[src/source/cfs_pkg.sv]
//************************************************
// Shared widths, APB register map and sample word
// Phase unit is 2*pi / 2**20, atan table for k = 0..15
//************************************************
`default_nettype none

package cfs_pkg;

  localparam int CFS_SAMPLE_W    = 16;
  // Four guard bits for CORDIC gain and quadrant swap
  localparam int CFS_CORDIC_W    = 20;
  localparam int CFS_PHASE_ACC_W = 32;
  // Top two bits select the quadrant
  localparam int CFS_PHASE_W     = 20;
  localparam int CFS_SCALE_W     = 18;
  localparam int CFS_SCALE_FRAC  = 16;
  localparam int CFS_TIME_W      = 32;
  localparam int CFS_APB_AW      = 8;

  localparam logic [CFS_APB_AW-1:0] CFS_REG_FREQ   = 8'h00;
  localparam logic [CFS_APB_AW-1:0] CFS_REG_SCALE  = 8'h04;
  localparam logic [CFS_APB_AW-1:0] CFS_REG_TFREQ  = 8'h08;
  localparam logic [CFS_APB_AW-1:0] CFS_REG_TTIME  = 8'h0C;
  localparam logic [CFS_APB_AW-1:0] CFS_REG_STATUS = 8'h10;
  localparam logic [CFS_APB_AW-1:0] CFS_REG_COUNT  = 8'h14;

  // Stream word, iq[1] is I and iq[0] is Q
  typedef union packed {
    logic [2*CFS_SAMPLE_W-1:0]    raw;
    logic [1:0][CFS_SAMPLE_W-1:0] iq;
  } cfs_sample_u;

  // atan(2**-k) in residual phase units, rounded
  function automatic logic [CFS_PHASE_W-3:0] cfs_atan(input int unsigned k);
    case (k)
      0:       return 18'd131072;
      1:       return 18'd77376;
      2:       return 18'd40884;
      3:       return 18'd20753;
      4:       return 18'd10417;
      5:       return 18'd5213;
      6:       return 18'd2607;
      7:       return 18'd1304;
      8:       return 18'd652;
      9:       return 18'd326;
      10:      return 18'd163;
      11:      return 18'd81;
      12:      return 18'd41;
      13:      return 18'd20;
      14:      return 18'd10;
      15:      return 18'd5;
      default: return '0;
    endcase
  endfunction

endpackage

`default_nettype wire

[src/source/cfs_apb_regs.sv]
//************************************************
// APB slave, pready always high, no wait states
// Writes to STATUS/COUNT or unmapped addresses error
//************************************************
`timescale 1ns/1ps
`default_nettype none

module cfs_apb_regs #(
  parameter logic [cfs_pkg::CFS_SCALE_W-1:0] RESET_SCALE = 18'd39797
) (
  input  wire                                   clk,
  input  wire                                   i_rst_n,
  input  wire                                   i_psel,
  input  wire                                   i_penable,
  input  wire                                   i_pwrite,
  input  wire  [cfs_pkg::CFS_APB_AW-1:0]        i_paddr,
  input  wire  [31:0]                           i_pwdata,
  input  wire                                   i_pending,
  input  wire                                   i_late,
  input  wire  [cfs_pkg::CFS_TIME_W-1:0]        i_count,
  output logic [31:0]                           o_prdata,
  output logic                                  o_pready,
  output logic                                  o_pslverr,
  output logic                                  o_freq_wr,
  output logic [cfs_pkg::CFS_PHASE_ACC_W-1:0]   o_freq,
  output logic [cfs_pkg::CFS_SCALE_W-1:0]       o_scale,
  output logic                                  o_arm,
  output logic [cfs_pkg::CFS_PHASE_ACC_W-1:0]   o_tfreq,
  output logic [cfs_pkg::CFS_TIME_W-1:0]        o_ttime
);
  import cfs_pkg::*;

  logic [CFS_PHASE_ACC_W-1:0] freq_q;
  logic [CFS_SCALE_W-1:0]     scale_q;
  logic [CFS_PHASE_ACC_W-1:0] tfreq_q;
  logic [CFS_TIME_W-1:0]      ttime_q;
  logic                       late_q;
  logic                       mapped;
  logic                       read_only;
  logic                       access;
  logic                       wr_en;
  logic                       rd_status;

  always_comb begin
    o_prdata  = '0;
    mapped    = 1'b1;
    read_only = 1'b0;
    case (i_paddr)
      CFS_REG_FREQ:  o_prdata = freq_q;
      CFS_REG_SCALE: o_prdata = 32'(scale_q);
      CFS_REG_TFREQ: o_prdata = tfreq_q;
      CFS_REG_TTIME: o_prdata = ttime_q;
      CFS_REG_STATUS: begin
        o_prdata  = {30'd0, late_q, i_pending};
        read_only = 1'b1;
      end
      CFS_REG_COUNT: begin
        o_prdata  = i_count;
        read_only = 1'b1;
      end
      default: mapped = 1'b0;
    endcase
  end

  assign access    = i_psel && i_penable;
  assign o_pready  = 1'b1;
  assign o_pslverr = access && (!mapped || (i_pwrite && read_only));
  assign wr_en     = access && i_pwrite && !o_pslverr;
  assign rd_status = access && !i_pwrite && (i_paddr == CFS_REG_STATUS);

  // Strobes fire in the access cycle so the new value lands on its closing edge
  assign o_freq_wr = wr_en && (i_paddr == CFS_REG_FREQ);
  assign o_freq    = i_pwdata;
  assign o_arm     = wr_en && (i_paddr == CFS_REG_TTIME);
  assign o_ttime   = i_pwdata;
  assign o_tfreq   = tfreq_q;
  assign o_scale   = scale_q;

  always_ff @(posedge clk) begin
    if (!i_rst_n) begin
      scale_q <= RESET_SCALE;
      late_q  <= 1'b0;
    end else begin
      if (wr_en && (i_paddr == CFS_REG_SCALE)) begin
        scale_q <= i_pwdata[CFS_SCALE_W-1:0];
      end
      // A new late event wins over a clearing read
      if (i_late) begin
        late_q <= 1'b1;
      end else if (rd_status) begin
        late_q <= 1'b0;
      end
    end
  end

  always_ff @(posedge clk) begin
    if (o_freq_wr) freq_q <= i_pwdata;
    if (wr_en && (i_paddr == CFS_REG_TFREQ)) tfreq_q <= i_pwdata;
    if (o_arm) ttime_q <= i_pwdata;
  end

  a_strobe_excl: assert property (@(posedge clk) disable iff (!i_rst_n)
    !(o_arm && o_freq_wr));

endmodule

`default_nettype wire

[config.mk]
export PLATFORM = sky130hd
export DESIGN_NAME = cfs_apb_regs
export DESIGN_NICKNAME = d
export VERILOG_FILES = /design/src/source/cfs_pkg.sv /design/src/source/cfs_apb_regs.sv
export SDC_FILE = /design/constraint.sdc
export NUM_CORES = 1
export LEC_CHECK = 0
export ABC_AREA = 0
export BUFFER_PORTS_ARGS = -buffer_cell sky130_fd_sc_hd__buf_2
export CORE_UTILIZATION = 25
export CTS_BUF_LIST = sky130_fd_sc_hd__clkbuf_2
export CTS_CLUSTER_SIZE = 30
export DETAILED_ROUTE_END_ITERATION = 12
export SETUP_SLACK_MARGIN = 0.02
export SLEW_MARGIN = 10
export SYNTH_ARGS = -nofsm -noshare
export SYNTH_HDL_FRONTEND = slang
export SYNTH_SLANG_ARGS = --single-unit
[constraint.sdc]
create_clock -name clk -period 5.05 [get_ports clk]
set_clock_uncertainty 0.05 [all_clocks]
set_input_delay 0.7575 -clock clk [delete_from_list [all_inputs] [get_ports clk]]
set_output_delay 0.7575 -clock clk [all_outputs]
set_load 0.02 [all_outputs]
==> reports/qor.csv, run 1 <==
metric,value,unit
worstSetupPathType,primary input to output pin,
synth_nets,567,
wl_per_cell,17.9,µm
hold_viol,0,
crit_path_start_kind,primary input,
rsz0062_at_grt,false,
syn_area_per_cell,12.0,µm²
arrival,2.84,ns
worst-path-max-fanout,46,
peakVddDrop,120,µV
syn2layout_area_growth,21.0,%
use_met1,0.177,
finalWirelength,17.3,mm
drtPass1Iterations,5,
met2_usage,0.245,
worstPathRequired,4.24,ns
grt_use_met3,0.0415,
worst_pin_slew,0.729,ns
ys_warn_count,0,
drtAntennaViolNets,0,
drive_gt1_frac,0.440,
ys_ff_latch,115,
cts-buffers-inserted,17,
max-clock-path-buffers,2,
die_height,155,µm
grt_most_used_layer,met2,
clock_latency,0.62,ns
finalCritPeriodShare,0.722,
p_per_area,261,nW/µm²
fin_nets,718,
die_x,155,µm
tritoncts,built,
track_usage,0.144,
ctsResizeCount,0,
critPathCaptureType,output pin,
syn_area,5840,µm²
cts.sink_count,115,
grt_max_degree,47,
grt_overflow,0,
synthFlopType,edfxtp_1,
post_cts_buffers,0,
synth_edf_count,96,
maxCapViolations,0,
grt_pass1_vias,4348,
outcome,"complete, no violations",
finalCriticalPeriod,3.64,ns
async_reset_ff_frac,0,
viasPerCell,4.68,
clk_pin_slew,0.18,ns
cp_slowest_cell,and3b_1,
crit_family,simple AND/OR/NAND/NOR gates,
nFillCells,2344,
final_common_cell,buf_2,
hold_buffers,0,
place_congestion,0.717,
drcViolationCount,0,
synth_seq_area_share,0.558,
fin_tns_setup,0,ns
synth.distinct_cells,43,
p_leak,2.74,nW
num_vias,4514,
worstPathCellList,"buf_2, and3b_1, nand3_1, nor3_4, buf_2",
dpl.cell_count,933,
coreArea,22800,µm²
finalMaxSlewViolations,0,
finalSetupViolCount,0,
synthCells,488,
h-tree-depth,4,
drt_iter0_drc,253,
root_buffer,clkbuf_2,
max-slew-margin-rel,0.514,
antenna_found_initial,0,
instances_no_fill,965,
min_path_type,primary input to register,
num_io_pins,229,
cp_num_buf_inv,2,
final_cell_mix,"buf_2 (227), edfxtp_1 (96), nand3_1 (40), nand2_1 (22)",
start_util,0.257,
die_area,24000,µm²
num_rows,55,
clock.fmax,0.274,GHz
portBuffers,227,
num_antenna_cells,0,
cpPeakStageDelay,0.67,ns
cpMostUsedCell,buf_2,
dp.final_hpwl,11.8,mm
grt_pass1_wl,25.5,mm
## per-stage QoR
stage	worst slack [ns]	cell area, µm²	total power [W]	util	hold WS (ns)
floorplan	0.113	5850	0.00119	-	0.383
finish	1.41	7070	0.00185	0.310	0.275
CTS	1.36	7070	0.00188	0.310	0.168
detailed placement	1.36	6840	0.00125	0.300	0.402
global route	1.18	7070	0.00193	0.310	0.174
global placement	1.39	6840	0.00125	0.300	0.399
## cell families (layout without fill, tap and decap cells)
family / after synthesis / count (layout) / synth area share
buffers and inverters: 111 / 275 / 0.120
DFF: 115 / 115 / 0.558
AOI/OAI and AO/OA: 58 / 58 / 0.0809
and+or+nand+nor: 183 / 183 / 0.202
other: 1 / 1 / 0.000642
muxes: 20 / 20 / 0.0385
## area by class of cell
class,count,area [µm²],share of cell area
inverter,3,11.3,0.00159
tap,313,392,0.0554
multi-input combinational,262,1940,0.274
sequential,115,3260,0.461
timing repair buffer,240,1230,0.174
clock buffer,18,90.1,0.0127
clock inverter,14,144,0.0203
## synth_stat cells (9+ instances only)
| cell type | instances | area (µm²) |
|---|---|---|
| o211ai_1 | 12 | 90.1 |
| mux2i_1 | 18 | 180 |
| and3_1 | 21 | 131 |
| nor3b_1 | 19 | 143 |
| nand4b_1 | 20 | 175 |
| nand3_1 | 40 | 200 |
| dfxtp_1 | 19 | 380 |
| edfxtp_1 | 96 | 2880 |
| nand2_1 | 22 | 82.6 |
| buf_4 | 65 | 488 |
| nand4_1 | 14 | 87.6 |
| a311oi_1 | 9 | 78.8 |
| clkbuf_1 | 31 | 116 |
| nor2b_1 | 21 | 131 |
## power by group
group	total, W	switching [W]	leakage (nW)	internal (W)
registers	0.00103	0.000000373	1.02	0.00103
clock network	0.000618	0.000352	0.141	0.000266
logic	0.000203	0.000136	1.58	0.0000675
## per-layer routing
layer,up-vias,share of wire
met5,-,0
met2,204,0.49
met3,11,0.063
met1,2188,0.43
li1,2111,-
met4,0,0.0098
## registers in the layout (all words and copies together) (netlist names)
signal	cells
o_scale	18
o_tfreq	32
freq_q	32
late_q	1
ttime_q	32
## path summary, 6_finish.rpt
kind | start | end | slack [ns] | cells after the start
worst min-delay path | i_pwdata[17] | o_tfreq[17] | 0.28 | 1
worst max-delay path | i_paddr[3] | o_arm | 1.41 | 5
worst max register to register | o_scale[8] | o_scale[8] | 4.34 | 2
worst min register to register | late_q | late_q | 0.41 | 2
(Power assumes the default switching activity.)
==> run 2: changes to the inputs <==
Settings changed: ABC_AREA 0 to 1.
Clock period 5.05 ns to 3.62 ns, I/O delays scaled along.
==> run 2 against run 1 <==
Effect of this change: area after synthesis is 11% lower; critical path depth up 3; sequential share of layout area is 2.2 points higher; die area decreased by 11%; critical path type unchanged.
==> reports/qor.csv, run 2 <==
metric,value,unit,change
route.met2.wl,7.39,mm,was 8.55 mm
r2r_cells,4,,was 2
final_common_cell,buf_2,,unchanged
dr_wl_met3,644,µm,was 1.10 mm
critPathCaptureType,output pin,,unchanged
grt_max_degree,32,,was 47
yosysTopAreaCell,edfxtp_1,,unchanged
ys_ff_latch,115,,unchanged
root_buffer,clkbuf_2,,unchanged
utilization,0.333,,was 0.310
syn_area_per_cell,10.4,µm²,was 12.0 µm²
worstSetupPathType,primary input to output pin,,unchanged
rsz0062_at_grt,false,,unchanged
grt_pass1_vias,3914,,"was 4,348"
grt_overflow,0,,unchanged
die_height,146,µm,was 155 µm
min_path_type,primary input to register,,unchanged
ys_warn_count,0,,unchanged
grt_pass1_wl,22.7,mm,was 25.5 mm
cp_slowest_cell,nor3_4,,was and3b_1
drtAntennaViolNets,0,,unchanged
final_cell_mix,"buf_2 (227), nand2_1 (163), edfxtp_1 (96), dlygate4sd3_1 (30), nand4_1 (28)",,"was buf_2 (227), edfxtp_1 (96), nand3_1 (40), nand2_1 (22)"
syn2layout_area_growth,30.4,%,was 21.0%
worstPathRequired,3.03,ns,was 4.24 ns
p_per_area,359,nW/µm²,was 261 nW/µm²
clock.fmax,0.337,GHz,
tritoncts,built,,unchanged
h-tree-depth,4,,unchanged
track_usage,0.146,,was 0.144
finalCritPeriodShare,0.820,,
viasPerCell,4.26,,was 4.68
max-clock-path-buffers,2,,unchanged
antenna_found_initial,2,,was 0
start_util,0.255,,was 0.257
fin_tns_setup,0,ns,unchanged
wl_per_cell,15.5,µm,was 17.9 µm
clk_pin_slew,0.14,ns,was 0.18 ns
finalWirelength,15.4,mm,was 17.3 mm
r2r-start,o_scale[16],,was o_scale[8]
worst_r2r_endpoint,o_scale[16],,was o_scale[8]
synth_nets,576,,was 567
reg2reg_slack,2.85,ns,was 4.34 ns
cpMostUsedCell,buf_2,,unchanged
ctsResizeCount,0,,unchanged
drcViolationCount,0,,unchanged
portBuffers,227,,unchanged
max-slew-margin-rel,0.568,,was 0.514
finalSetupViolCount,0,,unchanged
dp.final_hpwl,10.3,mm,was 11.8 mm
wl_met1,7.15,mm,was 7.50 mm
arrival,2.38,ns,was 2.84 ns
syn_area,5180,µm²,was 5840 µm²
num_vias,4212,,"was 4,514"
num_io_pins,229,,unchanged
die_area,21300,µm²,"was 24,000 µm²"
hp-start,i_pwdata[22],,was i_pwdata[17]
drive_gt1_frac,0.393,,was 0.440
drt_iter0_drc,183,,was 253
top_layer_used,met4,,unchanged
hold_viol,0,,unchanged
coreArea,20300,µm²,"was 22,800 µm²"
worst-path-max-fanout,11,,was 46
cts.sink_count,115,,unchanged
worst_pin_slew,0.645,ns,was 0.729 ns
outcome,"complete, no violations",,unchanged
cpPeakStageDelay,0.58,ns,was 0.67 ns
post_cts_buffers,0,,unchanged
fin_nets,783,,was 718
nFillCells,2114,,"was 2,344"
peakVddDrop,167,µV,was 120 µV
synth.distinct_cells,26,,was 43
yosys.cell_count.top_type,nand2_1,,was edfxtp_1
synthCells,497,,was 488
cts-buffers-inserted,17,,unchanged
die_x,146,µm,was 155 µm
drtPass1Iterations,5,,unchanged
synthTopCellsByCount,"nand2_1 (163), edfxtp_1 (96), buf_4 (67), nand4_1 (28), nor2_1 (26)",,"was edfxtp_1 (96), buf_4 (65), nand3_1 (40), clkbuf_1 (31), nand2_1 (22)"
finalMaxSlewViolations,0,,unchanged
finalCriticalPeriod,2.97,ns,
p_leak,3.01,nW,was 2.74 nW
crit_path_start_kind,primary input,,unchanged
min_path_cells,1,,unchanged
maxCapViolations,0,,unchanged
num_rows,52,,was 55
hold-path-endpoint,ttime_q[22],,was o_tfreq[17]
place_congestion,0.772,,was 0.717
async_reset_ff_frac,0,,unchanged
synth_area_leaders,"edfxtp_1 (56%), nand2_1 (12%), buf_4 (9.7%)",,"was edfxtp_1 (49%), buf_4 (8.4%), dfxtp_1 (6.5%)"
synth_top_area_frac,0.557,,was 0.493
synth_seq_area_share,0.630,,was 0.558
synth_edf_count,96,,unchanged
worstPathCellList,"buf_2, nor2_1, nand3_2, nor3_4, buf_4, nand2_1, o2111ai_1, buf_2",,"was buf_2, and3b_1, nand3_1, nor3_4, buf_2"
clock_latency,0.64,ns,was 0.62 ns
synthFlopType,edfxtp_1,,unchanged
==> run 2: changes by cell type after synthesis, moves of 15 or more <==
cell      change
nand2_1     +141
and3_1       -21
nand4b_1     -20
nor2b_1      -21
inv_1        +20
nor3b_1      -18
nand3_1      -15
mux2i_1      -18
nor2_1       +24
clkbuf_1     -23
==> run 2: critical path: cells and delay by family <==
kind                   cells  cell delay, ns
AO/OA/AOI/OAI              1            0.12
buffers and inverters      3            0.63
AND/OR/NAND/NOR            4            1.07
==> run 2: report_power, final <==
group	leakage, nW	internal, W	total [W]	switching (W)
Clock	0.139	0.000316	0.000783	0.000467
Sequential	1.02	0.00143	0.00143	0.000000424
Combinational	1.86	0.0000842	0.000210	0.000126
Total	3.01	0.00183	0.00242	0.000594
==> run 2: worst max path at each step <==
stage,from,end,cells past startpoint
final,i_paddr[5],o_prdata[4],8
after CTS,i_paddr[5],o_prdata[16],8
after global routing,i_paddr[5],o_prdata[22],8
after global placement,i_paddr[5],o_prdata[19],8
after floorplan,i_paddr[5],o_arm,7
after detailed placement,i_paddr[5],o_prdata[16],8
==> run 2: layer usage <==
| layer | track usage | vias to the layer above |
|---|---|---|
| met4 | 0.0511 | 0 |
| met3 | 0.0342 | 9 |
| met2 | 0.237 | 126 |
| met1 | 0.191 | 2037 |
| li1 | - | 2040 |
| met5 | 0 | - |
==> run 2: area by class of cell <==
type / instances / area, µm² / share of cell area
Clock buffer: 22 / 110 / 0.0163
Clock inverter: 10 / 93.8 / 0.0139
Tap cell: 270 / 338 / 0.0500
Sequential cell: 115 / 3260 / 0.483
Inverter: 25 / 93.8 / 0.0139
Multi-Input combinational cell: 273 / 1290 / 0.191
Timing Repair Buffer: 272 / 1560 / 0.231
Antenna cell: 2 / 5.00 / 0.000741
==> run 2: cell families (layout without fill, tap and decap cells) <==
| family | after synthesis | in the layout | synth area share |
|---|---|---|---|
| AND/OR/NAND/NOR | 251 | 251 | 0.212 |
| flip-flops | 115 | 115 | 0.630 |
| buffers and inverters | 109 | 329 | 0.130 |
| AO/OA/AOI/OAI | 21 | 21 | 0.0276 |
| other | 1 | 3 | 0.000724 |
==> run 2: through the flow <==
stage | cell area, µm² | hold WS, ns | power, W | setup WS (ns) | std cells
after floorplan | 5190 | 0.493 | 0.00159 | 0.140 | 497
after global placement | 6240 | 0.426 | 0.00165 | 0.674 | 925
after detailed placement | 6240 | 0.436 | 0.00165 | 0.641 | 925
after CTS | 6750 | 0.00632 | 0.00247 | 0.634 | 987
after global routing | 6750 | 0.00231 | 0.00255 | 0.466 | 988
final | 6750 | 0.123 | 0.00242 | 0.651 | 989
==> run 2: what timing repair did <==
item	in CTS	in global routing
setup endpoints to repair	0	0
hold buffers	30	0
endpoints found under the hold margin	87	0
